File: src/hw/nts_params.svh
//--------------------------------------------------
// Sizes shared by the RTL. A buffer holds at most
// 2**NTS_BUF_ADDR_BITS - 1 words of one packet.
//--------------------------------------------------
`ifndef NTS_PARAMS_SVH
`define NTS_PARAMS_SVH

// Data path width, a whole number of bytes
`define NTS_WORD_BITS 64

// Ring of 4 buffers with 256 words each
`define NTS_BUF_SEL_BITS 2
`define NTS_BUF_ADDR_BITS 8

`define NTS_CNT_BITS 32

`endif

File: src/hw/nts_buffer_pkg.sv
//--------------------------------------------------
// Types for the packet buffer ring
//--------------------------------------------------
`include "nts_params.svh"

package nts_buffer_pkg;

  localparam int NUM_BUFS = 1 << `NTS_BUF_SEL_BITS;
  localparam int RAM_WORDS = 1 << (`NTS_BUF_SEL_BITS + `NTS_BUF_ADDR_BITS);

  typedef enum logic [1:0] {UNUSED, WRITING, LOADED, READING} buf_state_t;

  typedef logic [`NTS_BUF_SEL_BITS-1:0] buf_sel_t;
  typedef logic [`NTS_BUF_ADDR_BITS-1:0] buf_addr_t;

  // Buffer index in the upper bits, word offset below
  typedef struct packed {
    buf_sel_t sel;
    buf_addr_t addr;
  } ram_addr_t;

  typedef logic [`NTS_WORD_BITS-1:0] word_t;
  typedef logic [3:0] lwb_t;

endpackage

File: src/hw/nts_tx_pkg.sv
//--------------------------------------------------
// Transmit side types and byte order helpers
//--------------------------------------------------
`include "nts_params.svh"

package nts_tx_pkg;

  localparam int WORD_BYTES = `NTS_WORD_BITS / 8;

  typedef enum logic [1:0] {IDLE, AWAIT_ACK, WRITE, WRITE_LAST} tx_state_t;

  typedef logic [WORD_BYTES-1:0] valid_mask_t;

  // Byte 0 of the MAC word takes the top byte of the buffer word
  function automatic nts_buffer_pkg::word_t byte_reverse(input nts_buffer_pkg::word_t data,
                                                         input valid_mask_t mask);
    nts_buffer_pkg::word_t result;
    result = '0;
    for (int i = 0; i < WORD_BYTES; i++) begin
      if (mask[i]) begin
        result[8*i +: 8] = data[8*(WORD_BYTES-1-i) +: 8];
      end
    end
    return result;
  endfunction

  // n valid bytes give n low ones
  function automatic valid_mask_t lwb_to_mask(input nts_buffer_pkg::lwb_t n);
    valid_mask_t mask;
    for (int i = 0; i < WORD_BYTES; i++) begin
      mask[i] = (i < n);
    end
    return mask;
  endfunction

endpackage

File: src/hw/tx_stat_counters.sv
//--------------------------------------------------
// Byte and packet totals, wrapping at full width
//--------------------------------------------------
`timescale 1ns/1ps
`include "nts_params.svh"

module tx_stat_counters (
  input  logic                     i_clk,
  input  logic                     i_areset,
  input  logic                     i_mac_tx_start,
  input  nts_tx_pkg::valid_mask_t  i_mac_tx_data_valid,
  output logic [`NTS_CNT_BITS-1:0] o_bytes_sent,
  output logic [`NTS_CNT_BITS-1:0] o_packets_sent
);

  localparam int CW = `NTS_CNT_BITS;

  logic [CW-1:0] word_bytes;

  // Every valid bit is one byte on the wire
  assign word_bytes = CW'($countones(i_mac_tx_data_valid));

  always_ff @(posedge i_clk or posedge i_areset) begin
    if (i_areset) begin
      o_bytes_sent <= '0;
      o_packets_sent <= '0;
    end else begin
      o_bytes_sent <= o_bytes_sent + word_bytes;
      if (i_mac_tx_start) begin
        o_packets_sent <= o_packets_sent + 1'b1;
      end
    end
  end

endmodule

File: config.mk
export PLATFORM = sky130hd
export DESIGN_NAME = tx_stat_counters
export DESIGN_NICKNAME = d
export VERILOG_FILES = /design/src/hw/nts_buffer_pkg.sv /design/src/hw/nts_tx_pkg.sv /design/src/hw/tx_stat_counters.sv
export VERILOG_INCLUDE_DIRS = /design/src /design/src/hw
export SDC_FILE = /design/constraint.sdc
export NUM_CORES = 1
export LEC_CHECK = 0
export ABC_CLOCK_PERIOD_IN_PS = 6800
export BUFFER_PORTS_ARGS = -buffer_cell sky130_fd_sc_hd__buf_2
export CAP_MARGIN = 10
export CORE_ASPECT_RATIO = 0.9
export CORE_MARGIN = 5
export CORE_UTILIZATION = 40
export DETAILED_ROUTE_END_ITERATION = 7
export PLACE_DENSITY = 0.72
export RECOVER_POWER = 50
export SETUP_SLACK_MARGIN = 0.1
export SLEW_MARGIN = 20
export SYNTH_ARGS = -nofsm -noshare
export SYNTH_HDL_FRONTEND = slang
export SYNTH_SLANG_ARGS = --single-unit
File: constraint.sdc
create_clock -name i_clk -period 6.8 [get_ports i_clk]
set_input_delay 1.36 -clock i_clk [delete_from_list [all_inputs] [get_ports i_clk]]
set_output_delay 1.36 -clock i_clk [all_outputs]
set_load 0.02 [all_outputs]
# ---- Word level (Yosys, flattened, before mapping)
# Cells that the tools add are included.
dict set report totals {
  register_bits 64
  inputBits 11
  out_inout_bits 64
  wordCells 11
}
dict set report classes {
  add_sub_neg 9
}
# op count
set ops {}
lappend ops {{32-bit by 1-bit adder with 32-bit output (second input constant)} 1}
lappend ops {{32-bit by 4-bit adder with 32-bit output} 1}
lappend ops {{1-bit by 1-bit adder with 2-bit output} 4}
lappend ops {{2-bit by 2-bit adder with 3-bit output} 2}
lappend ops {{3-bit by 3-bit adder with 4-bit output} 1}

# ---- Depth between registers and ports, before layout
dict set report logic_depth {
  depth_word 4
  mapped_depth 12
}

# ---- Worst setup path after synthesis
# Ideal clock, no wire load.
dict set report synth_path {
  path_kind {input to register}
  startpoint {input i_mac_tx_data_valid[0]}
  endpoint {register o_bytes_sent[20]}
  arrival_time_ns 4.304
  slack_ns 2.416
  path_stages 12
  path_buffers 1
  cell_sequence {fa_1 -> inv_1 -> fa_1 -> fa_1 -> fa_1 -> inv_1 -> fa_1 -> nand3_1 -> and2_1 -> clkbuf_1 -> nor4b_2 -> xor2_1}
}
dict set report synth_via {
  elab_chain_len 4
}
# element line
set synth_rtl {}
lappend synth_rtl {{from (decl)} tx_stat_counters.sv:11} ;# input nts_tx_pkg::valid_mask_t i_mac_tx_data_valid,
lappend synth_rtl {{1-bit by 1-bit adder with 2-bit output (implied by the code)} tx_stat_counters.sv:21} ;# assign word_bytes = CW'($countones(i_mac_tx_data_valid));
lappend synth_rtl {{2-bit by 2-bit adder with 3-bit output (implied by the code)} tx_stat_counters.sv:21}
lappend synth_rtl {{3-bit by 3-bit adder with 4-bit output (implied by the code)} tx_stat_counters.sv:21}
lappend synth_rtl {{32-bit by 4-bit adder with 32-bit output} tx_stat_counters.sv:28} ;# o_bytes_sent <= o_bytes_sent + word_bytes;
lappend synth_rtl {{to (signal assigned)} tx_stat_counters.sv:28}
lappend synth_rtl {{to (decl)} tx_stat_counters.sv:12} ;# output logic [`NTS_CNT_BITS-1:0] o_bytes_sent,
# No other way between the ends.
# A chain may end at the register's enable or synchronous reset.

# ---- Worst setup path in the final report
dict set report layout_path {
  startpoint {input i_mac_tx_data_valid[0]}
  endpoint {register o_bytes_sent[10]}
}
# Same word-level chain as after synthesis.

==> flow_summary.yaml <==
logic_synthesis:
  synth_top_family_by_area: "simple AND/OR/NAND/NOR gates"
  syn_area_sq_um: 3169
  synth-xor-area-share_pct: 16.58
  synth-simple-area-share_pct: 18.24
  syn_inst: 282
  synth_fa_ha_area_share_pct: 5.922
  synth_fp_nets: 305
  synth_compound_area_share_pct: 4.619
  yosys.area.top_type: "dfrtp_1"
  yosysWarnings: 0
  synth_top_area_share_pct: 50.53
  synthTopCellsByArea: "dfrtp_1 (51%), xnor2_1 (14%), nand4_1 (4.3%)"
  syn_area_per_cell_sq_um: 11.24
  ys_ff_latch: 64
  yosysSeqAreaShare_pct: 50.53
  synthMuxAreaShare_pct: 0.3553
  synth.distinct_cells: 35
place:
  dp.cells: 447
  dp_hpwl_um: 4976
  gp_congestion: 0.7866
  io_buffers: 74
  dp_slack_ns: 2.139
timing:
  finalSetupViolCount: 0
  layout_min_cycle_time_ns: 4.308
  timing.final.crit_share_pct: 63.35
  fmax_ghz: 0.2321
  worst_clock_skew_ns: 0.009107
  finalMaxSlewViolations: 65
  slew_headroom_pct: -130.4
  setup-tns-final_ns: 0
  finalHoldViolations: 0
  rsz0062_at_grt: "false"
  fin_ws_ns: 2.492
  tightestPinTransition_ns: 3.456
clocking:
  post_cts_buffers: 0
  cts_tree: "built"
  cts_buffers: 9
  clock_path_buffers: 2
  cts_root_buf: "clkbuf_8"
  ctsResizeCount: 0
  cts_hold_buf: 0
  clkSlewWorstSetupHoldPaths_ns: 0.07
  htreeDepth: 3
  clkSinkCount: 64
  insertion_delay_ns: 0.34
detailed_routing:
  firstDrtPassIters: 4
  dr_total_vias: 2397
  antenna_left: 0
  vias_per_cell: 5.177
  wl_per_cell_um: 15.00
  drtIter0Drc: 109
  drcViolationCount: 0
  routed_wl_um: 6943
layout:
  final_common_cell: "buf_2"
  area_growth_pct: 19.78
  layout.nets: 385
  fillers: 730
  stdcell_count: 463
  fin_util_pct: 49.82
  layout_common_cells: "buf_2 (67), dfrtp_1 (64), xnor2_1 (49)"
  drive_gt1_share_pct: 24.25
  diodes: 0
setup_path:
  crit_required_ns: 7.06
  critPathKind: "in -> reg"
  startpoint_type: "primary input"
  r2r_start: "o_bytes_sent[0]$_DFF_PP0_"
  crit_arrival_ns: 4.57
  worstReg2RegEnd: "o_bytes_sent[10]$_DFF_PP0_"
  end_kind: "flip-flop"
  crit_path_max_fanout: 8
  reg2reg_depth: 10
  rrSetupSlack_ns: 3.78
power_and_ir_drop:
  power_density_nw_per_um2: 313.8
  netSwitchingPower_uw: 445.8
  p_leak_nw: 1.830
  seqPwrFrac_pct: 41.6
  power.total_mw: 1.191
  sw_frac_of_total_pct: 37.43
  clkPwrFrac_pct: 26.2
  intPower_uw: 745.3
  power_frac_comb_pct: 32.2
  ir_worst_vdd_mv: 0.1629
floorplan:
  initial_utilization_pct: 41.59
  core_area_sq_um: 7620
  fp-row-count: 30
  dieArea_sq_um: 9806
  die_width_um: 103.8
  io_pins: 75
  die_y_um: 94.45
min_path:
  hold_path_class: "reg -> reg"
  min_from: "o_bytes_sent[31]$_DFF_PP0_"
  hold_depth: 1
  min_to: "o_bytes_sent[31]$_DFF_PP0_"
global_route:
  antenna_found_initial: 0
  grt_pass1_vias: 2494
  grt_pass1_wl_um: 12300
  grt_max_degree: 65
  grt_usage_pct: 15.31
  globalRouteOverflowTotal: 0
run_status:
  run_status: "finished, violations left"
  violations: "capacitance limit, slew limit"
flow_run:
  max-cap-violations: 1
-- worst max-delay path, cell delays in order --
cell and delay (ns):
buf_2 0.11, fa_1 0.53, inv_1 0.05, fa_1 0.49
fa_1 0.45, fa_1 0.40, inv_1 0.08, fa_1 0.20
nand3_1 0.13, a21oi_2 0.39, and3_1 0.24, xor2_1 0.14
-- metal layers --
metal / track usage [%] / vias up / share of wire [%]
met5: 0 / - / 0
met4: 5.609 / 0 / 1.7
met3: 5.126 / 11 / 6.8
met2: 21.97 / 78 / 43
met1: 21.52 / 1170 / 48
li1: - / 1138 / -
-- cells in the mapped netlist --
cell and number:
and2_1 6, and3_1 9, nand2_1 15, nor2_1 12
o31a_1 1, xnor2_1 49, a21oi_2 1, nor3_1 5
nor3_2 2, nand4b_1 1, xor2_1 11, buf_6 1
nand4_1 22, o21ai_0 4, and4_1 1, nand4_4 1
o21a_1 1, clkbuf_1 3, dfrtp_1 64, nand3_1 16
o211ai_1 4, a21oi_1 2, nor4_4 1, inv_1 19
mux2_2 1, fa_1 5, nor4b_2 1, nor4_1 3
ha_1 7, nor4_2 1, buf_2 2, buf_4 2
o2111ai_1 7, nor2b_1 1, nor3b_1 1
-- through the flow --
stage	cell area, sq um	hold slack (ns)
after CTS	3822	0.4932
after global placement	3635	0.4563
after floorplan	3169	0.5818
final	3796	0.4900
after detailed placement	3635	0.4841
after global routing	3796	0.5100
-- layout make-up --
cell class | instances | area [sq um] | area share [%]
Clock inverter | 6 | 60.06 | 1.582
Multi-Input combinational cell | 191 | 1443 | 38.00
Inverter | 19 | 71.32 | 1.879
Sequential cell | 64 | 1602 | 42.19
Tap cell | 96 | 120.1 | 3.164
Clock buffer | 10 | 127.6 | 3.362
Timing Repair Buffer | 77 | 372.9 | 9.822
-- power by group through the flow --
stage | sequential, mW | clock (mW) | combinational (mW)
floorplan | 0.555 | 0 | 0.228
global placement | 0.500 | 0 | 0.381
detailed placement | 0.501 | 0 | 0.391
CTS | 0.495 | 0.323 | 0.395
global route | 0.506 | 0.337 | 0.434
finish | 0.496 | 0.312 | 0.384
-- worst max-delay path by stage --
stage	startpoint	endpoint	slack, ns
after floorplan	i_mac_tx_data_valid[0]	o_bytes_sent[20]$_DFF_PP0_	2.42
after global placement	i_mac_tx_data_valid[0]	o_bytes_sent[26]$_DFF_PP0_	2.19
after detailed placement	i_mac_tx_data_valid[0]	o_bytes_sent[10]$_DFF_PP0_	2.14
after CTS	i_mac_tx_data_valid[0]	o_bytes_sent[10]$_DFF_PP0_	2.47
after global routing	i_areset	o_bytes_sent[0]$_DFF_PP0_	1.70
final	i_mac_tx_data_valid[0]	o_bytes_sent[10]$_DFF_PP0_	2.49
-- registers in the layout, summed over array words and instances (netlist names) --
name and count:
o_bytes_sent 32, o_packets_sent 32
-- cells by family (layout without fill, tap and decap cells) --
group | after synthesis | count (layout)
simple gates | 98 | 98
fa+ha+maj | 12 | 12
xor+xnor | 60 | 60
flops | 64 | 64
compound gates | 20 | 20
mux | 1 | 1
buf+inv | 27 | 112
Power figures use the tool's default switching activity.
