--- src/hw/nts_params.svh ---
//--------------------------------------------------
// Sizes shared by the RTL. A buffer holds at most
// 2**NTS_BUF_ADDR_BITS - 1 words of one packet.
//--------------------------------------------------
`ifndef NTS_PARAMS_SVH
`define NTS_PARAMS_SVH

// Data path width, a whole number of bytes
`define NTS_WORD_BITS 64

// Ring of 4 buffers with 256 words each
`define NTS_BUF_SEL_BITS 2
`define NTS_BUF_ADDR_BITS 8

`define NTS_CNT_BITS 32

`endif

--- src/hw/nts_buffer_pkg.sv ---
//--------------------------------------------------
// Types for the packet buffer ring
//--------------------------------------------------
`include "nts_params.svh"

package nts_buffer_pkg;

  localparam int NUM_BUFS = 1 << `NTS_BUF_SEL_BITS;
  localparam int RAM_WORDS = 1 << (`NTS_BUF_SEL_BITS + `NTS_BUF_ADDR_BITS);

  typedef enum logic [1:0] {UNUSED, WRITING, LOADED, READING} buf_state_t;

  typedef logic [`NTS_BUF_SEL_BITS-1:0] buf_sel_t;
  typedef logic [`NTS_BUF_ADDR_BITS-1:0] buf_addr_t;

  // Buffer index in the upper bits, word offset below
  typedef struct packed {
    buf_sel_t sel;
    buf_addr_t addr;
  } ram_addr_t;

  typedef logic [`NTS_WORD_BITS-1:0] word_t;
  typedef logic [3:0] lwb_t;

endpackage

--- src/hw/nts_tx_pkg.sv ---
//--------------------------------------------------
// Transmit side types and byte order helpers
//--------------------------------------------------
`include "nts_params.svh"

package nts_tx_pkg;

  localparam int WORD_BYTES = `NTS_WORD_BITS / 8;

  typedef enum logic [1:0] {IDLE, AWAIT_ACK, WRITE, WRITE_LAST} tx_state_t;

  typedef logic [WORD_BYTES-1:0] valid_mask_t;

  // Byte 0 of the MAC word takes the top byte of the buffer word
  function automatic nts_buffer_pkg::word_t byte_reverse(input nts_buffer_pkg::word_t data,
                                                         input valid_mask_t mask);
    nts_buffer_pkg::word_t result;
    result = '0;
    for (int i = 0; i < WORD_BYTES; i++) begin
      if (mask[i]) begin
        result[8*i +: 8] = data[8*(WORD_BYTES-1-i) +: 8];
      end
    end
    return result;
  endfunction

  // n valid bytes give n low ones
  function automatic valid_mask_t lwb_to_mask(input nts_buffer_pkg::lwb_t n);
    valid_mask_t mask;
    for (int i = 0; i < WORD_BYTES; i++) begin
      mask[i] = (i < n);
    end
    return mask;
  endfunction

endpackage

--- src/hw/buf_ctrl_if.sv ---
//--------------------------------------------------
// Buffer ring control. Strobes last one cycle,
// state and selected fields are levels
//--------------------------------------------------
`timescale 1ns/1ps

interface buf_ctrl_if;

  // Write side
  logic eng_claim;
  logic eng_advance;
  logic eng_done;
  nts_buffer_pkg::lwb_t eng_lwb;
  nts_buffer_pkg::buf_state_t eng_state;
  nts_buffer_pkg::buf_sel_t eng_sel;
  nts_buffer_pkg::buf_addr_t eng_fill_addr;

  // Read side
  logic tx_loaded;
  nts_buffer_pkg::buf_sel_t tx_sel;
  nts_buffer_pkg::buf_addr_t tx_end_addr;
  nts_buffer_pkg::lwb_t tx_lwb;
  logic tx_claim;
  logic tx_release;

  modport reader (output eng_claim, eng_advance, eng_done, eng_lwb,
                  input eng_state, eng_sel, eng_fill_addr);
  modport tx (output tx_claim, tx_release,
              input tx_loaded, tx_sel, tx_end_addr, tx_lwb);
  modport store (input eng_claim, eng_advance, eng_done, eng_lwb, tx_claim, tx_release,
                 output eng_state, eng_sel, eng_fill_addr,
                 tx_loaded, tx_sel, tx_end_addr, tx_lwb);

endinterface

--- src/hw/mac_tx_fsm.sv ---
//--------------------------------------------------
// Sends loaded buffers to the MAC. Once acked the
// packet goes out at one word per cycle, no stall
//--------------------------------------------------
`timescale 1ns/1ps

module mac_tx_fsm (
  input  logic                      i_clk,
  input  logic                      i_areset,
  input  logic                      i_mac_tx_ack,
  output nts_buffer_pkg::ram_addr_t o_rd_addr,
  input  nts_buffer_pkg::word_t     i_rd_data,
  buf_ctrl_if.tx                    ctrl,
  output logic                      o_mac_tx_start,
  output nts_tx_pkg::valid_mask_t   o_mac_tx_data_valid,
  output nts_buffer_pkg::word_t     o_mac_tx_data
);

  nts_tx_pkg::tx_state_t state_q;
  nts_buffer_pkg::buf_addr_t rd_cnt_q;
  nts_buffer_pkg::buf_addr_t rd_next;
  logic last_next;
  nts_tx_pkg::valid_mask_t mask;

  assign rd_next = rd_cnt_q + 1'b1;
  // Next read would pass the fill address, so the word in flight is the last
  assign last_next = (rd_next >= ctrl.tx_end_addr);

  assign o_rd_addr = '{sel: ctrl.tx_sel, addr: rd_cnt_q};

  assign ctrl.tx_claim = (state_q == nts_tx_pkg::IDLE) && ctrl.tx_loaded;
  assign ctrl.tx_release = (state_q == nts_tx_pkg::WRITE_LAST);

  always_comb begin
    case (state_q)
      nts_tx_pkg::WRITE:      mask = '1;
      nts_tx_pkg::WRITE_LAST: mask = nts_tx_pkg::lwb_to_mask(ctrl.tx_lwb);
      default:                mask = '0;
    endcase
  end

  //--------------------------------------------------
  // State and read address
  //--------------------------------------------------

  // Word 0 is read while waiting for ack, so each WRITE cycle emits the
  // word one behind the current read address
  always_ff @(posedge i_clk or posedge i_areset) begin
    if (i_areset) begin
      state_q <= nts_tx_pkg::IDLE;
      rd_cnt_q <= '0;
      o_mac_tx_start <= 1'b0;
      o_mac_tx_data_valid <= '0;
    end else begin
      o_mac_tx_start <= ctrl.tx_claim;
      o_mac_tx_data_valid <= mask;
      case (state_q)
        nts_tx_pkg::IDLE: begin
          if (ctrl.tx_loaded) begin
            rd_cnt_q <= '0;
            state_q <= nts_tx_pkg::AWAIT_ACK;
          end
        end
        nts_tx_pkg::AWAIT_ACK: begin
          if (i_mac_tx_ack) begin
            rd_cnt_q <= rd_next;
            state_q <= last_next ? nts_tx_pkg::WRITE_LAST : nts_tx_pkg::WRITE;
          end
        end
        nts_tx_pkg::WRITE: begin
          rd_cnt_q <= rd_next;
          if (last_next) begin
            state_q <= nts_tx_pkg::WRITE_LAST;
          end
        end
        default: state_q <= nts_tx_pkg::IDLE;
      endcase
    end
  end

  // Masked bytes come out as zero, so idle cycles carry zero data
  always_ff @(posedge i_clk) begin
    o_mac_tx_data <= nts_tx_pkg::byte_reverse(i_rd_data, mask);
  end

endmodule

--- src/flat_wrapper.sv ---
// flat-port wrapper written by rule: the top's interface ports become plain ports
module mac_tx_fsm_flat 
  (i_clk, i_areset, i_mac_tx_ack, o_rd_addr, i_rd_data, o_mac_tx_start, o_mac_tx_data_valid, o_mac_tx_data, ctrl_tx_claim, ctrl_tx_release, ctrl_tx_loaded, ctrl_tx_sel, ctrl_tx_end_addr, ctrl_tx_lwb);
  buf_ctrl_if ctrl_i ();
  input  logic i_clk;
  input  logic i_areset;
  input  logic i_mac_tx_ack;
  output nts_buffer_pkg::ram_addr_t o_rd_addr;
  input  nts_buffer_pkg::word_t i_rd_data;
  output logic o_mac_tx_start;
  output nts_tx_pkg::valid_mask_t o_mac_tx_data_valid;
  output nts_buffer_pkg::word_t o_mac_tx_data;
  output wire logic [$bits(ctrl_i.tx_claim)-1:0] ctrl_tx_claim;
  output wire logic [$bits(ctrl_i.tx_release)-1:0] ctrl_tx_release;
  input wire logic [$bits(ctrl_i.tx_loaded)-1:0] ctrl_tx_loaded;
  input wire logic [$bits(ctrl_i.tx_sel)-1:0] ctrl_tx_sel;
  input wire logic [$bits(ctrl_i.tx_end_addr)-1:0] ctrl_tx_end_addr;
  input wire logic [$bits(ctrl_i.tx_lwb)-1:0] ctrl_tx_lwb;
  assign ctrl_tx_claim = ctrl_i.tx_claim;
  assign ctrl_tx_release = ctrl_i.tx_release;
  assign ctrl_i.tx_loaded = ctrl_tx_loaded;
  assign ctrl_i.tx_sel = ctrl_tx_sel;
  assign ctrl_i.tx_end_addr = ctrl_tx_end_addr;
  assign ctrl_i.tx_lwb = ctrl_tx_lwb;
  mac_tx_fsm u_core (.i_clk(i_clk), .i_areset(i_areset), .i_mac_tx_ack(i_mac_tx_ack), .o_rd_addr(o_rd_addr), .i_rd_data(i_rd_data), .ctrl(ctrl_i), .o_mac_tx_start(o_mac_tx_start), .o_mac_tx_data_valid(o_mac_tx_data_valid), .o_mac_tx_data(o_mac_tx_data));
endmodule
--- config.mk ---
export PLATFORM = sky130hd
export DESIGN_NAME = mac_tx_fsm_flat
export DESIGN_NICKNAME = d
export VERILOG_FILES = /design/src/hw/nts_buffer_pkg.sv /design/src/hw/nts_tx_pkg.sv /design/src/hw/buf_ctrl_if.sv /design/src/hw/mac_tx_fsm.sv /design/src/flat_wrapper.sv
export VERILOG_INCLUDE_DIRS = /design/src /design/src/hw
export SDC_FILE = /design/constraint.sdc
export NUM_CORES = 1
export LEC_CHECK = 0
export BUFFER_PORTS_ARGS = -buffer_cell sky130_fd_sc_hd__buf_2
export CAP_MARGIN = 0
export CELL_PAD_IN_SITES_DETAIL_PLACEMENT = 0
export CELL_PAD_IN_SITES_GLOBAL_PLACEMENT = 1
export CORE_ASPECT_RATIO = 1.4
export CORE_MARGIN = 2
export CORE_UTILIZATION = 34
export CTS_CLUSTER_SIZE = 24
export DETAILED_ROUTE_END_ITERATION = 6
export GPL_TIMING_DRIVEN = 0
export PLACE_DENSITY = 0.9
export SYNTH_ARGS = -nofsm -noshare
export SYNTH_HDL_FRONTEND = slang
export SYNTH_SLANG_ARGS = --single-unit
--- constraint.sdc ---
create_clock -name i_clk -period 4.7 [get_ports i_clk]
set_input_delay 0.47 -clock i_clk [delete_from_list [all_inputs] [get_ports i_clk]]
set_output_delay 0.47 -clock i_clk [all_outputs]
set_load 0.05 [all_outputs]
* After elaboration in Yosys (flattened, before gate mapping)
Index checks and enable logic that the tools add are counted.
** Storage, ports and cells
- Register bits :: 83
- Bits of input ports :: 82
- Output and inout bits :: 85
- Logic and storage cells :: 42
** Operators by class
- Add/subtract/negate cells :: 1
- Order comparisons :: 9
- Eq/ne operators :: 6
- Mux-type cells :: 9
- Reductions and logical operators :: 5
** Operators by type and width (number)
- $pmux W8 S3 :: 1
- $lt A3 B4 Y1 const A :: 4
- $mux W8 :: 2
- $pmux W8 S2 :: 1
- $add A8 B1 Y8 const B :: 1
- $ge A8 B8 Y1 :: 1
- $lt A1 B4 Y1 const A :: 2
- $lt A2 B4 Y1 const A :: 2
- $mux W2 :: 3
- $pmux W2 S3 :: 1
- $reduce_and A3 Y1 :: 2
- $eq A2 B2 Y1 const B :: 2
- $ne A2 B2 Y1 const B :: 2
- $reduce_bool A3 Y1 :: 1
- $eq A2 B1 Y1 const B :: 1
- $logic_not A2 Y1 :: 1
- $ne A2 B1 Y1 const B :: 1
- $logic_and A1 B1 Y1 :: 1
- $mux W1 :: 1

* Logic depth before layout (Yosys ltp)
- Word-level depth :: 5
- Gate-level depth with buffers :: 9

* Worst setup path before layout
Ideal clock, no wire load.
- Kind :: register -> register
- From :: register u_core.rd_cnt_q[0]
- To :: register u_core.state_q[1]
- Data arrival time :: 2351 ps
- Path slack :: 2270 ps
- Stages on the path, launching flop included :: 10
- Cell sequence :: dfrtp_1 > ha_1 > nand3_1 > xnor2_1 > ha_1 > o21a_1 > a21oi_1 > a211o_1 > a31oi_1 > mux2i_1
** Between the ends
- Cells in the longest elaborated chain, start to end :: 4
** RTL lines
- from (decl) :: RTL line mac_tx_fsm.sv:20 : nts_buffer_pkg::buf_addr_t rd_cnt_q;
- from (signal assigned) :: RTL line mac_tx_fsm.sv:66 : rd_cnt_q <= rd_next;
- from (signal assigned) :: RTL line mac_tx_fsm.sv:71 : rd_cnt_q <= rd_next;
- $add A8 B1 Y8 :: RTL line mac_tx_fsm.sv:25 : assign rd_next = rd_cnt_q + 1'b1;
- $ge A8 B8 Y1 :: RTL line mac_tx_fsm.sv:27 : assign last_next = (rd_next >= ctrl.tx_end_addr);
- $ne A2 B1 Y1 (no source line)
- $reduce_and A3 Y1 (no source line)
- to (signal assigned) :: RTL line mac_tx_fsm.sv:50 : state_q <= nts_tx_pkg::IDLE;
- to (signal assigned) :: RTL line mac_tx_fsm.sv:61 : state_q <= nts_tx_pkg::AWAIT_ACK;
- to (signal assigned) :: RTL line mac_tx_fsm.sv:67 : state_q <= last_next ? nts_tx_pkg::WRITE_LAST : nts_tx_pkg::WRITE;
- to (decl) :: RTL line mac_tx_fsm.sv:19 : nts_tx_pkg::tx_state_t state_q;
Every way passes these cells.
A chain may end at the register's enable or synchronous reset.

* Worst setup path in the final report
Ends and elaborated chain as after synthesis.

==> flow_summary_export.csv <==
group,metric,value,unit
yosys,yosysTopAreaCell,"dfxtp_1",
setup_path,crit_type,"flip-flop to flip-flop",
cells_and_area,fillers,779,
clock_tree,cts_buffer_depth,2,
run,cap_viol_max_count,0,
power,power_leakage,2.22,nW
outcome,status,"finished, final reports clean",
clock_tree,tritoncts,"done",
place,place_hpwl,5.41,mm
grt,grt_pass1_wl,10.2,mm
clock_tree,clkTransAtPathRegs,0.06,ns
clock_tree,clock_latency,0.33,ns
yosys,synthTopCellsByArea,"dfxtp_1 44%, dfrtp_1 16%, nor2b_1 7.8%",
grt,grt.overflow.total,0,
grt,antenna_found_initial,0,
yosys,syn-cell-area,2900,µm²
die,io_pins,167,
die,initial_utilization,35.2,%
setup_path,critPathMaxFanout,7,
clock_tree,hold_buffers,0,
yosys,synth_most_common_cell,"dfxtp_1",
clock_tree,cts_buffers,9,
route,firstDrtPassIters,4,
yosys,ys_warn_count,0,
setup_path,worst_setup_path_start_kind,"flip-flop",
yosys,synth_fp_nets,352,
cells_and_area,nets,527,
yosys,synth-edff-count,0,
setup_path,timing.rr.start,"u_core.rd_cnt_q[0]$_DFFE_PP0P_",
die,die_w,82.0,µm
timing,tightest_slew,0.775,ns
die,rows,39,
place,gp_congestion,0.782,
timing,fin_skew,0.00358,ns
yosys,synth_seq_cells,83,
timing,tns,0,ns
place,dp.cells,523,
timing,max_slew_margin,48.3,%
power,pwr_density_cell,841,nW/µm²
setup_path,worstPathArrival,2.57,ns
cells_and_area,diodes,0,
yosys,synth.avg_cell_area,11.3,µm²
clock_tree,ctsHtreeMaxLevel,3,
setup_path,cp-end-kind,"flip-flop",
timing,fin_crit_sh,49.3,%
route,wl_per_cell,12.7,µm
grt,grt_max_degree,20,
cells_and_area,final_cells,539,
route,antenna_left,0,
yosys,syn_inst,257,
grt,grtUsageTotal,14.6,%
yosys,async_reset_ff_share,22.9,%
yosys,synthFlopType,"dfxtp_1",
grt,grt_pass1_vias,2234,
route,drc,0,
setup_path,reg2reg_depth,9,
place,portBuffers,164,
worst_hold_path,hold_class,"primary input to async pin",
setup_path,r2r-end,"u_core.state_q[1]$_DFFE_PP0P_",
setup_path,crit_start,"u_core.rd_cnt_q[0]$_DFFE_PP0P_",
setup_path,cp.required,4.96,ns
yosys,ys_seq_area_share,60.6,%
die,core_area,8250,µm²
clock_tree,cts_resized,0,
timing,final_max_slew_viol_count,0,
route,finalWirelength,6.86,mm
route,viasPerCell,4.38,
route,num_vias,2361,
setup_path,regToRegSetupSlack,2.38,ns
setup_path,worstSetupEndpoint,"u_core.state_q[1]$_DFFE_PP0P_",
die,die_y,113,µm
route,drt_iter0_markers,47,
clock_tree,cts_setup_buffers,0,
clock_tree,clock-sinks,83,
timing,rsz0062_at_grt,"false",
timing,finalCriticalPeriod,2.32,ns
die,dieArea,9290,µm²
yosys,synth_top_area_share,44.2,%
timing,hold_viol,0,
cells_and_area,areaGrowthSynthToFinish,44.9,%
timing,setup_viol,0,
yosys,synth_cell_types,38,
cells_and_area,drive_above_1_share,45.3,%
clock_tree,cts-root-buf,"clkbuf_16",
yosys,synth_commonest_cells,"64 x dfxtp_1, 36 x nor2b_1, 19 x dfrtp_1, 19 x inv_1, 17 x and2_1",
timing,fmax,432,MHz
cells_and_area,utilization,50.9,%
power,peakVddDrop,0.459,mV
==> flip-flops by register name, indices dropped and copies added, names as in the netlist <==
signal,count
u_core.state_q,2
u_core.o_mac_tx_data,64
u_core.o_mac_tx_data_valid,8
u_core.o_mac_tx_start,1
u_core.rd_cnt_q,8
==> stage by stage <==
stage	instance area (µm²)	hold slack (ns)	setup slack, ns	power (mW)
after CTS	4200	0.309	2.37	3.58
after floorplan	2900	0.421	2.27	2.36
final	4200	0.276	2.38	3.53
after detailed placement	3850	0.538	2.41	2.77
after global placement	3850	0.534	2.42	2.74
after global routing	4200	0.324	2.21	3.72
==> final cells by class <==
type                    count  area, µm²  area share (%)
plain buffers               5       30.0           0.715
clock buffers              12        278            6.61
clock inverters             4       76.3            1.82
inverters                  21       81.3            1.94
multi-input cells         148       1030            24.5
flip-flops and latches     83       1760            41.8
well taps                 102        128            3.04
repair buffers            164        821            19.5
==> cells by family (layout without fill, tap and decap cells) <==
| logic type | Yosys count | count (layout) | synth area share (%) |
|---|---|---|---|
| flops | 83 | 83 | 60.6 |
| fa+ha+maj | 13 | 13 | 5.61 |
| mux | 1 | 1 | 0.345 |
| buf+inv | 26 | 206 | 3.84 |
| compound gates | 30 | 30 | 7.42 |
| xor+xnor | 5 | 5 | 1.51 |
| simple gates | 99 | 99 | 20.7 |
==> critical path: stages, from the launching register on <==
cell and delay, ns:
dfrtp_1 0.46, ha_1 0.22, nand3_1 0.14, nor2_1 0.16, xor2_1 0.10, ha_1 0.30, nand3_1 0.10, a211o_1 0.27
a31oi_1 0.28, mux2i_1 0.21
==> worst min path at each step <==
stage,endpoint,from,cells past startpoint,slack [ns]
2_1_floorplan,u_core.o_mac_tx_data_valid[0]$_DFF_PP0_,i_areset,1,0.42
3_3_place_gp,u_core.rd_cnt_q[7]$_DFFE_PP0P_,u_core.rd_cnt_q[7]$_DFFE_PP0P_,1,0.53
3_5_place_dp,u_core.rd_cnt_q[6]$_DFFE_PP0P_,u_core.rd_cnt_q[6]$_DFFE_PP0P_,2,0.54
4_1_cts,u_core.o_mac_tx_data_valid[7]$_DFF_PP0_,i_areset,2,0.31
5_1_grt,u_core.o_mac_tx_data[37]$_SDFF_PN0_,i_rd_data[29],2,0.32
6_report,u_core.o_mac_tx_data_valid[7]$_DFF_PP0_,i_areset,2,0.28
==> per-layer routing <==
metal	GRT usage (%)	part of all wire, %
met3	4.94	8.4
met5	0	0
met4	6.67	1.8
met1	13.8	35
met2	27.4	55
==> placed cells by master (no fill, tap or decap), types with 3 or more instances in the layout <==
cell type  netlist  routed
inv_1           19      19
nor2b_2          8       8
o21a_1           3       3
xnor2_1          3       3
buf_4            3       3
nand3_1          4       4
and2b_1          4       4
nand2b_1         5       5
and2_1          17      17
o21ai_0         10      10
ha_1            13      13
nor2_1           3       3
buf_2            0     164
dfrtp_1         19      19
nor2b_1         36      36
dfxtp_1         64      64
clkbuf_16        0      10
nand2_1         14      14
a21oi_1          5       5
==> where the power goes <==
part	internal, mW	switching (mW)	leakage [nW]	total [mW]
combinational	0.382	1.32	1.27	1.70
clock	0.528	0.267	0.171	0.794
sequential	0.963	0.0724	0.775	1.04
total	1.87	1.66	2.22	3.53
Note: power is estimated with default switching activity, not from simulation.
