## src/hw/nts_params.svh

```systemverilog
//--------------------------------------------------
// Sizes shared by the RTL. A buffer holds at most
// 2**NTS_BUF_ADDR_BITS - 1 words of one packet.
//--------------------------------------------------
`ifndef NTS_PARAMS_SVH
`define NTS_PARAMS_SVH

// Data path width, a whole number of bytes
`define NTS_WORD_BITS 64

// Ring of 4 buffers with 256 words each
`define NTS_BUF_SEL_BITS 2
`define NTS_BUF_ADDR_BITS 8

`define NTS_CNT_BITS 32

`endif

```

## src/hw/nts_buffer_pkg.sv

```systemverilog
//--------------------------------------------------
// Types for the packet buffer ring
//--------------------------------------------------
`include "nts_params.svh"

package nts_buffer_pkg;

  localparam int NUM_BUFS = 1 << `NTS_BUF_SEL_BITS;
  localparam int RAM_WORDS = 1 << (`NTS_BUF_SEL_BITS + `NTS_BUF_ADDR_BITS);

  typedef enum logic [1:0] {UNUSED, WRITING, LOADED, READING} buf_state_t;

  typedef logic [`NTS_BUF_SEL_BITS-1:0] buf_sel_t;
  typedef logic [`NTS_BUF_ADDR_BITS-1:0] buf_addr_t;

  // Buffer index in the upper bits, word offset below
  typedef struct packed {
    buf_sel_t sel;
    buf_addr_t addr;
  } ram_addr_t;

  typedef logic [`NTS_WORD_BITS-1:0] word_t;
  typedef logic [3:0] lwb_t;

endpackage

```

## src/hw/buf_ctrl_if.sv

```systemverilog
//--------------------------------------------------
// Buffer ring control. Strobes last one cycle,
// state and selected fields are levels
//--------------------------------------------------
`timescale 1ns/1ps

interface buf_ctrl_if;

  // Write side
  logic eng_claim;
  logic eng_advance;
  logic eng_done;
  nts_buffer_pkg::lwb_t eng_lwb;
  nts_buffer_pkg::buf_state_t eng_state;
  nts_buffer_pkg::buf_sel_t eng_sel;
  nts_buffer_pkg::buf_addr_t eng_fill_addr;

  // Read side
  logic tx_loaded;
  nts_buffer_pkg::buf_sel_t tx_sel;
  nts_buffer_pkg::buf_addr_t tx_end_addr;
  nts_buffer_pkg::lwb_t tx_lwb;
  logic tx_claim;
  logic tx_release;

  modport reader (output eng_claim, eng_advance, eng_done, eng_lwb,
                  input eng_state, eng_sel, eng_fill_addr);
  modport tx (output tx_claim, tx_release,
              input tx_loaded, tx_sel, tx_end_addr, tx_lwb);
  modport store (input eng_claim, eng_advance, eng_done, eng_lwb, tx_claim, tx_release,
                 output eng_state, eng_sel, eng_fill_addr,
                 tx_loaded, tx_sel, tx_end_addr, tx_lwb);

endinterface

```

## src/hw/engine_reader.sv

```systemverilog
//--------------------------------------------------
// Copies one engine packet per buffer. The FIFO
// returns a popped word on the following cycle
//--------------------------------------------------
`timescale 1ns/1ps

module engine_reader (
  input  logic                      i_clk,
  input  logic                      i_areset,
  input  logic                      i_engine_packet_available,
  input  logic                      i_engine_fifo_empty,
  input  nts_buffer_pkg::word_t     i_engine_fifo_rd_data,
  input  nts_buffer_pkg::lwb_t      i_engine_bytes_last_word,
  output logic                      o_engine_fifo_rd_en,
  output logic                      o_engine_packet_read,
  output logic                      o_wr_en,
  output nts_buffer_pkg::ram_addr_t o_wr_addr,
  output nts_buffer_pkg::word_t     o_wr_data,
  buf_ctrl_if.reader                ctrl
);

  logic word_valid_q;
  logic packet_read_q;
  logic writing;
  logic claim;

  assign writing = (ctrl.eng_state == nts_buffer_pkg::WRITING);

  // Hold off while packet_read is out so the engine can move to its next packet
  assign claim = (ctrl.eng_state == nts_buffer_pkg::UNUSED) && i_engine_packet_available &&
                 !i_engine_fifo_empty && !packet_read_q;

  assign o_engine_fifo_rd_en = !i_engine_fifo_empty && (writing || claim);

  assign ctrl.eng_claim = claim;
  assign ctrl.eng_lwb = i_engine_bytes_last_word;
  assign ctrl.eng_advance = word_valid_q;
  // Done once the FIFO is drained and no popped word is still in flight
  assign ctrl.eng_done = writing && i_engine_fifo_empty && !word_valid_q;

  assign o_engine_packet_read = packet_read_q;

  always_ff @(posedge i_clk or posedge i_areset) begin
    if (i_areset) begin
      word_valid_q <= 1'b0;
      packet_read_q <= 1'b0;
      o_wr_en <= 1'b0;
      o_wr_addr <= '0;
      o_wr_data <= '0;
    end else begin
      word_valid_q <= o_engine_fifo_rd_en;
      packet_read_q <= ctrl.eng_done;
      // Staging register in front of the RAM write port
      o_wr_en <= word_valid_q;
      o_wr_addr <= '{sel: ctrl.eng_sel, addr: ctrl.eng_fill_addr};
      o_wr_data <= i_engine_fifo_rd_data;
    end
  end

endmodule

```

## src/flat_wrapper.sv

```systemverilog
// flat-port wrapper written by rule: the top's interface ports become plain ports
module engine_reader_flat 
  (i_clk, i_areset, i_engine_packet_available, i_engine_fifo_empty, i_engine_fifo_rd_data, i_engine_bytes_last_word, o_engine_fifo_rd_en, o_engine_packet_read, o_wr_en, o_wr_addr, o_wr_data, ctrl_eng_claim, ctrl_eng_advance, ctrl_eng_done, ctrl_eng_lwb, ctrl_eng_state, ctrl_eng_sel, ctrl_eng_fill_addr);
  buf_ctrl_if ctrl_i ();
  input  logic i_clk;
  input  logic i_areset;
  input  logic i_engine_packet_available;
  input  logic i_engine_fifo_empty;
  input  nts_buffer_pkg::word_t i_engine_fifo_rd_data;
  input  nts_buffer_pkg::lwb_t i_engine_bytes_last_word;
  output logic o_engine_fifo_rd_en;
  output logic o_engine_packet_read;
  output logic o_wr_en;
  output nts_buffer_pkg::ram_addr_t o_wr_addr;
  output nts_buffer_pkg::word_t o_wr_data;
  output wire logic [$bits(ctrl_i.eng_claim)-1:0] ctrl_eng_claim;
  output wire logic [$bits(ctrl_i.eng_advance)-1:0] ctrl_eng_advance;
  output wire logic [$bits(ctrl_i.eng_done)-1:0] ctrl_eng_done;
  output wire logic [$bits(ctrl_i.eng_lwb)-1:0] ctrl_eng_lwb;
  input wire logic [$bits(ctrl_i.eng_state)-1:0] ctrl_eng_state;
  input wire logic [$bits(ctrl_i.eng_sel)-1:0] ctrl_eng_sel;
  input wire logic [$bits(ctrl_i.eng_fill_addr)-1:0] ctrl_eng_fill_addr;
  assign ctrl_eng_claim = ctrl_i.eng_claim;
  assign ctrl_eng_advance = ctrl_i.eng_advance;
  assign ctrl_eng_done = ctrl_i.eng_done;
  assign ctrl_eng_lwb = ctrl_i.eng_lwb;
  assign ctrl_i.eng_state = ctrl_eng_state;
  assign ctrl_i.eng_sel = ctrl_eng_sel;
  assign ctrl_i.eng_fill_addr = ctrl_eng_fill_addr;
  engine_reader u_core (.i_clk(i_clk), .i_areset(i_areset), .i_engine_packet_available(i_engine_packet_available), .i_engine_fifo_empty(i_engine_fifo_empty), .i_engine_fifo_rd_data(i_engine_fifo_rd_data), .i_engine_bytes_last_word(i_engine_bytes_last_word), .o_engine_fifo_rd_en(o_engine_fifo_rd_en), .o_engine_packet_read(o_engine_packet_read), .o_wr_en(o_wr_en), .o_wr_addr(o_wr_addr), .o_wr_data(o_wr_data), .ctrl(ctrl_i));
endmodule
```

## config.mk

```make
export PLATFORM = sky130hd
export DESIGN_NAME = engine_reader_flat
export DESIGN_NICKNAME = d
export VERILOG_FILES = /design/src/hw/nts_buffer_pkg.sv /design/src/hw/buf_ctrl_if.sv /design/src/hw/engine_reader.sv /design/src/flat_wrapper.sv
export VERILOG_INCLUDE_DIRS = /design/src /design/src/hw
export SDC_FILE = /design/constraint.sdc
export NUM_CORES = 1
export LEC_CHECK = 0
export CAP_MARGIN = 20
export CORE_ASPECT_RATIO = 1.25
export CORE_MARGIN = 4
export CORE_UTILIZATION = 50
export DETAILED_ROUTE_END_ITERATION = 12
export DONT_BUFFER_PORTS = 1
export GPL_ROUTABILITY_DRIVEN = 1
export HOLD_SLACK_MARGIN = 0.1
export PLACE_DENSITY = 0.61
export SYNTH_ARGS = -nofsm -noshare
export SYNTH_HDL_FRONTEND = slang
export SYNTH_SLANG_ARGS = --single-unit
```

## constraint.sdc

```tcl
create_clock -name i_clk -period 7.1 [get_ports i_clk]
set_clock_uncertainty 0.2 [all_clocks]
set_input_delay 1.42 -clock i_clk [delete_from_list [all_inputs] [get_ports i_clk]]
set_output_delay 1.42 -clock i_clk [all_outputs]
set_load 0.02 [all_outputs]
```

======== Word-level counts from Yosys, hierarchy flattened ========
Cells that the tools add are included.
operators by class
  equality and inequality tests ........... 1
  reduce and logical (&&, ||, !) cells .... 11
operators by type and width
  operator            number
  $logic_and 1x1->1   6
  $logic_not 1->1     3
  $eq 2x1->1 const B  1
  $logic_not 2->1     1
  $logic_or 1x1->1    1
storage, ports and cells
  register bits ........................... 77
  output and inout port bits .............. 84
  logic and storage cells ................. 18

======== Longest topological paths before layout ========
Gate-level depths: netlist of the first run.
  word-level depth ........................ 6
  mapped depth ............................ 2

======== Worst setup path after synthesis of the first run ========
No wires, ideal clock.
  path kind ............................... input-to-output
  start ................................... input i_engine_fifo_empty
  end ..................................... output ctrl_eng_claim
  arrival time ............................ 1.924 ns
  data required time ...................... 5.480 ns
  slack ................................... 3.556 ns
  stages on the path ...................... 1
  buffers on the path ..................... 0
  cells stage by stage .................... nor4_2
between the ends
  cells in the longest elaborated chain, start to end .. 3
ends and longest elaborated chain
  what               RTL line             RTL
  from (decl)        flat_wrapper.sv:8    input logic i_engine_fifo_empty;
  $logic_not 1->1    engine_reader.sv:31  !i_engine_fifo_empty && !packet_read_q;
  $logic_and 1x1->1  engine_reader.sv:30  assign claim = (ctrl.eng_state == nts_buffer_pkg::UNUSED) && i_engine_packet_available &&
  $logic_and 1x1->1  engine_reader.sv:31
  to (decl)          flat_wrapper.sv:16   output wire logic [$bits(ctrl_i.eng_claim)-1:0] ctrl_eng_claim;
No other way between the ends.

======== Worst setup path in the final report of the first run ========
  start ................................... input i_engine_packet_available
  end ..................................... output o_engine_fifo_rd_en
between the ends
  cells in the longest elaborated chain, start to end .. 5
ends and longest elaborated chain
  what                            RTL line             RTL
  from (decl)                     flat_wrapper.sv:7    input logic i_engine_packet_available;
  $logic_and 1x1->1 (2 in a row)  engine_reader.sv:30
  $logic_and 1x1->1               engine_reader.sv:31
  $logic_or 1x1->1                engine_reader.sv:33  assign o_engine_fifo_rd_en = !i_engine_fifo_empty && (writing || claim);
  $logic_and 1x1->1               engine_reader.sv:33
  to (decl)                       flat_wrapper.sv:11   output logic o_engine_fifo_rd_en;
No other way between the ends.

==> results.cfg, run 1 <==
[status]
status = finished, final reports clean

[critical_path]
startpoint = i_engine_packet_available
slowest_delay_ps = 480
cp.depth = 2
r2r_cells = 2
rr_startpoint = u_core.o_engine_packet_read
critPathArrivalTime_ps = 1940
crit_chain = nand2b_4 > a211oi_2
critPathRequiredTime_ps = 5480
crit_path_end_kind = primary output
cpMaxStageDelayCell = a211oi_2
cp_max_fo = 2
path_delay_family = compound AO/OA/AOI/OAI gates
crit_type = input port to primary output
worstSetupStartpointType = input port
critical_path_buf_inv_count = 0

[drt]
ant_nets = 0
vias = 773
drt_pass1_iterations = 4
drtIter0Drc = 14
totalWireLength_mm = 3.40
wl_per_cell_um = 22.2
vias_per_cell = 5.05
drc = 0

[pwr]
totalPowerFinal_mw = 0.789
ir_drop_mv = 0.178
p_leak_nw = 1.02
power_density_nw_per_um2 = 351

[floorplan]
start_util_pct = 52.7
core_area_sq_um = 3850
num_rows = 25
die_area_sq_um = 5140
dieHeight_um = 79.2
io-pin-count = 168
fp.dieW_um = 65.0

[min_path]
min_from = u_core.ctrl.eng_advance
hold_class = flip-flop to flip-flop
holdPathStages = 0

[global_routing]
grt_pass1_wl_mm = 4.64
overflow = 0
grtUsageTotal_pct = 13.5
use_met3_pct = 10.5
busiest_layer = met2
grt_use_met1_pct = 11.0
grt_max_degree = 78
antenna_found_initial = 0
first_global_vias = 862
grt_util_met2_pct = 21.7

[clock_tree]
cts_buffer_depth = 2
post_cts_buffers = 0
cts_hold_buf = 0
cts.sinks = 77
insertion_delay_ps = 320
htree_levels = 3
clockRootBuffer = clkbuf_8
numCtsBuffers = 9
tritoncts = yes
clk_pin_slew_ps = 60
post_cts_resized = 0

[sta]
period_needed_ps = 3560
finalHoldViolCount = 0
finalSetupViolCount = 0
fin_tns_setup_ps = 0
tightest_slew_ps = 857
fin_ws_ps = 3540
clock.fmax_mhz = 281
rsz0062_at_grt = false
final_max_slew_viol_count = 0
timing.slew.headroom_pct = 42.8
post-route-period-util_pct = 50.2

[run]
drv_cap = 0

[final_layout]
utilization_pct = 58.5
synthToLayoutAreaGrowth_pct = 11.0
mostFrequentLayoutCells = dfrtp_1, clkbuf_8, clkbuf_1
final_common_cell = dfrtp_1
nets = 179
fin_area_sq_um = 2250
drive_gt1_share_pct = 19.2
antenna_cells = 0

[yosys]
ys_types = 7
synth_area_leaders = dfrtp_1, buf_4, nor4b_4, nand2b_4, a211oi_2
seq_area_frac_synth_pct = 95.1
syn_inst = 87
yosys.area.top_type = dfrtp_1
ys_warn_count = 0
synth_area_sq_um = 2030
synth_nets = 171
ys_ff_latch = 77
yosysTopAreaCellShare_pct = 95.1
syn-mean-instance-area_sq_um = 23.3

[placed_design]
gp_congestion = 0.665
dp_slack_ps = 3520
port_buffers = 0
placed_cell_area_sq_um = 2070
[per-layer routing]
metal,part of all wire (%),vias up
met5,0,-
met4,1.3,0
met3,15,4
met2,56,94
met1,28,395
li1,-,280
[state kept, by name, indices dropped and copies added, names as in the netlist]
name	count
u_core.ctrl.eng_advance	1
u_core.o_wr_data	64
u_core.o_engine_packet_read	1
u_core.o_wr_addr	10
u_core.o_wr_en	1
[per-stage QoR]
step,cells,hold WS [ps]
2_1_floorplan,87,356
3_5_place_dp,138,389
4_1_cts,153,398
3_3_place_gp,138,377
5_1_grt,153,402
6_report,153,388
[cell usage after synthesis, drive strengths merged]
cell type	count
inv	2
buf	4
nand2b	1
dfrtp	77
nor4b	1
nor4	1
a211oi	1
[cell families (layout without fill, tap and decap cells)]
group	count (synthesis)	after routing	synth area share, %
buffers and inverters	6	18	1.85
AND/OR/NAND/NOR	3	3	2.47
flip-flops	77	77	95.1
AO/OA/AOI/OAI	1	1	0.617
[power breakdown]
group | total (mW) | leakage, nW | internal [mW] | switching [mW]
Sequential | 0.500 | 0.902 | 0.461 | 0.0391
Combinational | 0.0111 | 0.0299 | 0.00193 | 0.00922
Clock | 0.277 | 0.0926 | 0.153 | 0.124
Total | 0.789 | 1.02 | 0.617 | 0.172
[final timing paths]
| check | end | slack (ps) |
|---|---|---|
| max | o_engine_fifo_rd_en | 3540 |
| min | u_core.o_wr_en | 390 |
| max reg2reg | u_core.ctrl.eng_advance | 5620 |
| min reg2reg | u_core.o_wr_en | 390 |
| max in group asynchronous | u_core.o_wr_data[17] | 5100 |
| min in group asynchronous | u_core.o_wr_data[7] | 1040 |
[final cells by class]
type | count | area, sq um
fill | 306 | 1600
timing repair buffer | 1 | 7.51
multi-input combinational | 4 | 62.6
inverter | 2 | 7.51
clock buffer | 14 | 173
tap | 54 | 67.6
sequential | 77 | 1930
clock inverter | 1 | 5.00
Power figures use the tool's default switching activity.
==> inputs of run 2 (changes only) <==
- clock period: 7.1 -> 3.4 ns (I/O delays scaled with it)
==> run 2 against run 1 <==
Worst setup slack worse by 2500 ps. Non-clock buffer count up 2. Global-route usage up 0.88 points. Via count up 1.6%. Sequential share of layout area down 2.4 points. Utilization up 1.7 points. First-iteration DRC count up 110%. Cell count up 2.0%. Combinational power up 130%. Total power up 130%. Critical endpoint unchanged. Largest power group unchanged. Highest routed layer unchanged.
==> results.cfg, run 2 (synthesis results as in run 1) <==
[status]
status = finished, final reports clean

[clock_tree]
cts_buffer_depth = 2
tritoncts = yes
clk_pin_slew_ps = 70
numCtsBuffers = 9
clockRootBuffer = clkbuf_8
htree_levels = 3
cts.sinks = 77
insertion_delay_ps = 330

[pwr]
power_density_nw_per_um2 = 777
p_int_mw = 1.42
switching_share_pct = 21.1
p_seq_share_pct = 58.1
switchingPower_mw = 0.380
ir_drop_mv = 0.367
pwr-share-clk_pct = 40.5
p_leak_nw = 1.06
combPwrFrac_pct = 1.4
totalPowerFinal_mw = 1.80

[critical_path]
critPathArrivalTime_ps = 1460
critPathRequiredTime_ps = 2520
crit_chain = nand2b_4 > a211oi_2
cp_max_fo = 2
worstSetupStartpointType = flip-flop
slowest_delay_ps = 490
crit_type = flip-flop to primary output
cpMaxStageDelayCell = a211oi_2
crit_path_end_kind = primary output

[final_layout]
utilization_pct = 60.2
final_common_cell = dfrtp_1
top_regs = u_core.o_wr_data (64), u_core.o_wr_addr (10)
fin_area_sq_um = 2310
largest_register_ff_count = 64
drive_gt1_share_pct = 21.6
synthToLayoutAreaGrowth_pct = 14.2
largest_register = u_core.o_wr_data
antenna_cells = 0
nets = 181
mostFrequentLayoutCells = dfrtp_1, clkbuf_8, clkinv_2, bufinv_16, buf_4

[floorplan]
io-pin-count = 168
fp.dieW_um = 65.0
die_area_sq_um = 5140
core_area_sq_um = 3850
dieHeight_um = 79.2
num_rows = 25
start_util_pct = 52.7

[min_path]
hold_class = input port to flip-flop

[global_routing]
busiest_layer = met2
grt_use_met1_pct = 11.7
first_global_vias = 881
use_met3_pct = 8.63
grt_util_met2_pct = 23.4
overflow = 0
antenna_found_initial = 0
grt_max_degree = 37
grt_pass1_wl_mm = 4.91
grtUsageTotal_pct = 14.4

[drt]
vias_per_cell = 5.03
ant_nets = 0
drc = 0
drtIter0Drc = 30
totalWireLength_mm = 3.62
wl_per_cell_um = 23.2
drt_pass1_iterations = 3
vias = 785

[sta]
finalHoldViolCount = 0
timing.slew.headroom_pct = 62.9
rsz0062_at_grt = false
fin_tns_setup_ps = 0
clock.fmax_mhz = 428
post-route-period-util_pct = 68.7
tightest_slew_ps = 552
period_needed_ps = 2340
finalSetupViolCount = 0
whs_ps = 170
final_max_slew_viol_count = 0

[placed_design]
gp_congestion = 0.661
port_buffers = 0
placed_cell_area_sq_um = 2080

[run]
drv_cap = 0
-- run 2: cell types whose count changed in the layout (fill, tap and decap cells not counted), sizes merged --
cell / before / now
buf: 1 / 2
dlygate4sd3: 0 / 1
clkinv: 1 / 2
clkbuf: 14 / 12
bufinv: 0 / 2
-- run 2: layer usage --
metal	part of all wire (%)	wire length, um	vias to the layer above
met2	55	2000	97
met1	26	925	388
met4	3.4	123	0
li1	-	-	289
met3	16	564	11
met5	0	0	-
-- run 2: area by class of cell --
class | count | area, sq um
clock buffer | 12 | 155
clock inverter | 4 | 70.1
sequential | 77 | 1930
tap | 54 | 67.6
inverter | 2 | 7.51
fill | 291 | 1530
multi-input combinational | 4 | 62.6
timing repair buffer | 3 | 25.0
-- run 2: stage by stage --
step                cells  setup WS (ps)
floorplan              87            553
global placement      139           1310
detailed placement    139           1300
CTS                   156           1030
global route          156           1010
finish                156           1060
-- run 2: power by group through the flow --
stage | sequential, mW | combinational, mW | clock (mW)
3_3_place_gp | 1.06 | 0.0251 | 0
4_1_cts | 1.05 | 0.0273 | 0.750
6_report | 1.04 | 0.0258 | 0.728
5_1_grt | 1.05 | 0.0307 | 0.792
3_5_place_dp | 1.06 | 0.0261 | 0
2_1_floorplan | 1.05 | 0.0269 | 0
-- run 2: worst paths after layout --
path / from / to / depth (start not counted) / slack (ps)
setup / recovery: u_core.o_engine_packet_read / o_engine_fifo_rd_en / 2 / 1060
hold / removal: i_engine_fifo_rd_data[19] / u_core.o_wr_data[19] / 0 / 170
setup reg to reg: u_core.o_engine_packet_read / u_core.ctrl.eng_advance / 2 / 1910
hold reg to reg: u_core.ctrl.eng_advance / u_core.o_wr_en / 0 / 380
max in group asynchronous: i_areset / u_core.o_wr_en / 3 / 1630
min in group asynchronous: i_areset / u_core.o_wr_data[7] / 2 / 600
-- run 2: repair_timing --
item	CTS	global route
endpoints found under the hold margin	20	0
hold buffers	1	0
gates resized for setup	0	0
setup buffers	0	0
-- run 2: worst max-delay path: cells and delay by family, from the launching register on --
kind,cells,cell delay [ps]
compound gates,1,490
flops,1,460
simple gates,1,180
==> inputs of run 3 (changes only) <==
- PLACE_DENSITY: 0.61 -> 0.64
- clock period: 3.4 -> 1.99 ns (I/O delays scaled with it)
==> run 3 against run 2 <==
Register-to-register slack worse by 1800 ps. Utilization is 20 points higher. Largest power group unchanged. Flip-flop and latch count is the same. Worst setup slack got worse by 990 ps. Count of clock-buffer cells in the layout decreased by 1. Total power rose by 76%. Clock power up 66%. Sequential power grew 72%. Largest cell class unchanged. Design area is 33% higher.
==> results.cfg, run 3 (synthesis results as in run 1) <==
[sta]
tightest_slew_ps = 438
post-route-period-util_pct = 96.5
clock.fmax_mhz = 521
fin_tns_setup_ps = 0
finalHoldViolCount = 0
timing.slew.headroom_pct = 70.7
finalSetupViolCount = 0
fin_ws_ps = 70.4
final_max_slew_viol_count = 0
period_needed_ps = 1920
rsz0062_at_grt = false

[critical_path]
r2r_end = u_core.ctrl.eng_advance
worstSetupStartpointType = flip-flop
rrSetupSlack_ps = 110
cp_max_fo = 2
crit_path_end_kind = primary output
critPathRequiredTime_ps = 1390
critPathArrivalTime_ps = 1320
rr_startpoint = u_core.o_engine_packet_read
r2r_cells = 3
crit_type = flip-flop to primary output

[min_path]
min_from = u_core.ctrl.eng_advance
min_to = u_core.o_wr_en
holdPathStages = 0
hold_class = flip-flop to flip-flop

[final_layout]
top_regs = u_core.o_wr_data (64), u_core.o_wr_addr (10)
largest_register_ff_count = 64
largest_register = u_core.o_wr_data
utilization_pct = 80.1
mostFrequentLayoutCells = dlygate4sd3_1, dfrtp_1, clkbuf_8
antenna_cells = 0
fillCellCount = 201
nets = 257
drive_gt1_share_pct = 11.8
synthToLayoutAreaGrowth_pct = 52.0

[clock_tree]
cts.sinks = 77
clk_pin_slew_ps = 70
clockRootBuffer = clkbuf_8
post_cts_buffers = 0
numCtsBuffers = 9
htree_levels = 3
insertion_delay_ps = 320
tritoncts = yes
cts_buffer_depth = 2

[floorplan]
die_area_sq_um = 5140
dieHeight_um = 79.2
num_rows = 25
start_util_pct = 52.7
fp.dieW_um = 65.0
core_area_sq_um = 3850
io-pin-count = 168

[pwr]
p_leak_nw = 1.37
ir_drop_mv = 0.810
totalPowerFinal_mw = 3.17
power_density_nw_per_um2 = 1030

[drt]
vias = 1074
ant_nets = 0
totalWireLength_mm = 5.13
wl_per_cell_um = 22.1
drtIter0Drc = 24
drc = 0
vias_per_cell = 4.63
drt_pass1_iterations = 4

[global_routing]
antenna_found_initial = 0
grtUsageTotal_pct = 21.4
first_global_vias = 1332
grt_pass1_wl_mm = 7.63
grt_max_degree = 78
overflow = 0

[placed_design]
port_buffers = 0
dp_slack_ps = 314
gp_congestion = 0.680

[run]
drv_cap = 0

[status]
status = finished, final reports clean
run 3: cell count changes in the layout (fill, tap and decap cells not counted), sizes merged:
cell and change:
clkinvlp +1, dlygate4sd3 +76, inv -1, clkbuf -1
clkinv +1
run 3: timing repair:
item	CTS	global route
endpoints found under the setup margin	1	2
hold buffers	77	0
pin swaps	0	2
endpoints found under the hold margin	153	0
gates resized for setup	1	0
cloned	0	0
run 3: worst max-delay path, cell delays in order, from the launching register on:
cell	delay, ps
dfrtp_1	460
nand2b_4	190
a211oi_4	350
run 3: worst max-delay path by stage:
stage	startpoint	slack, ps	depth (start not counted)	end
2_1_floorplan	u_core.o_engine_packet_read	370	2	o_engine_fifo_rd_en
3_5_place_dp	u_core.o_engine_packet_read	310	2	o_engine_fifo_rd_en
6_report	u_core.o_engine_packet_read	70	2	o_engine_fifo_rd_en
3_3_place_gp	u_core.o_engine_packet_read	320	2	o_engine_fifo_rd_en
4_1_cts	u_core.o_engine_packet_read	30	2	o_engine_fifo_rd_en
5_1_grt	u_core.ctrl.eng_advance	10	1	ctrl_eng_done
run 3: power by group:
| part | internal, mW | switching [mW] | leakage (nW) |
|---|---|---|---|
| Combinational | 0.111 | 0.0615 | 0.362 |
| Sequential | 1.64 | 0.144 | 0.902 |
| Clock | 0.701 | 0.506 | 0.107 |
| Total | 2.46 | 0.712 | 1.37 |
run 3: routing by layer:
metal	up-vias	routed length [um]	global-route usage [%]
li1	437	-	-
met1	541	1530	21.1
met2	86	3090	39.1
met3	10	428	7.78
met4	0	76	9.51
met5	-	0	0
run 3: area by class of cell:
type	count	area (sq um)	area share, %
inverter	2	11.3	0.366
sequential	77	1930	62.6
clock buffer	11	131	4.26
tap	54	67.6	2.19
timing repair buffer	79	798	25.9
clock inverter	5	75.1	2.44
multi-input combinational	4	70.1	2.27
run 3: metrics by stage:
step / cell area, sq um / cells / hold WS, ps
after floorplan: 2030 / 87 / 229
after global placement: 2100 / 139 / 198
after detailed placement: 2100 / 139 / 208
after CTS: 3080 / 232 / 392
after global routing: 3080 / 232 / 391
final: 3080 / 232 / 386
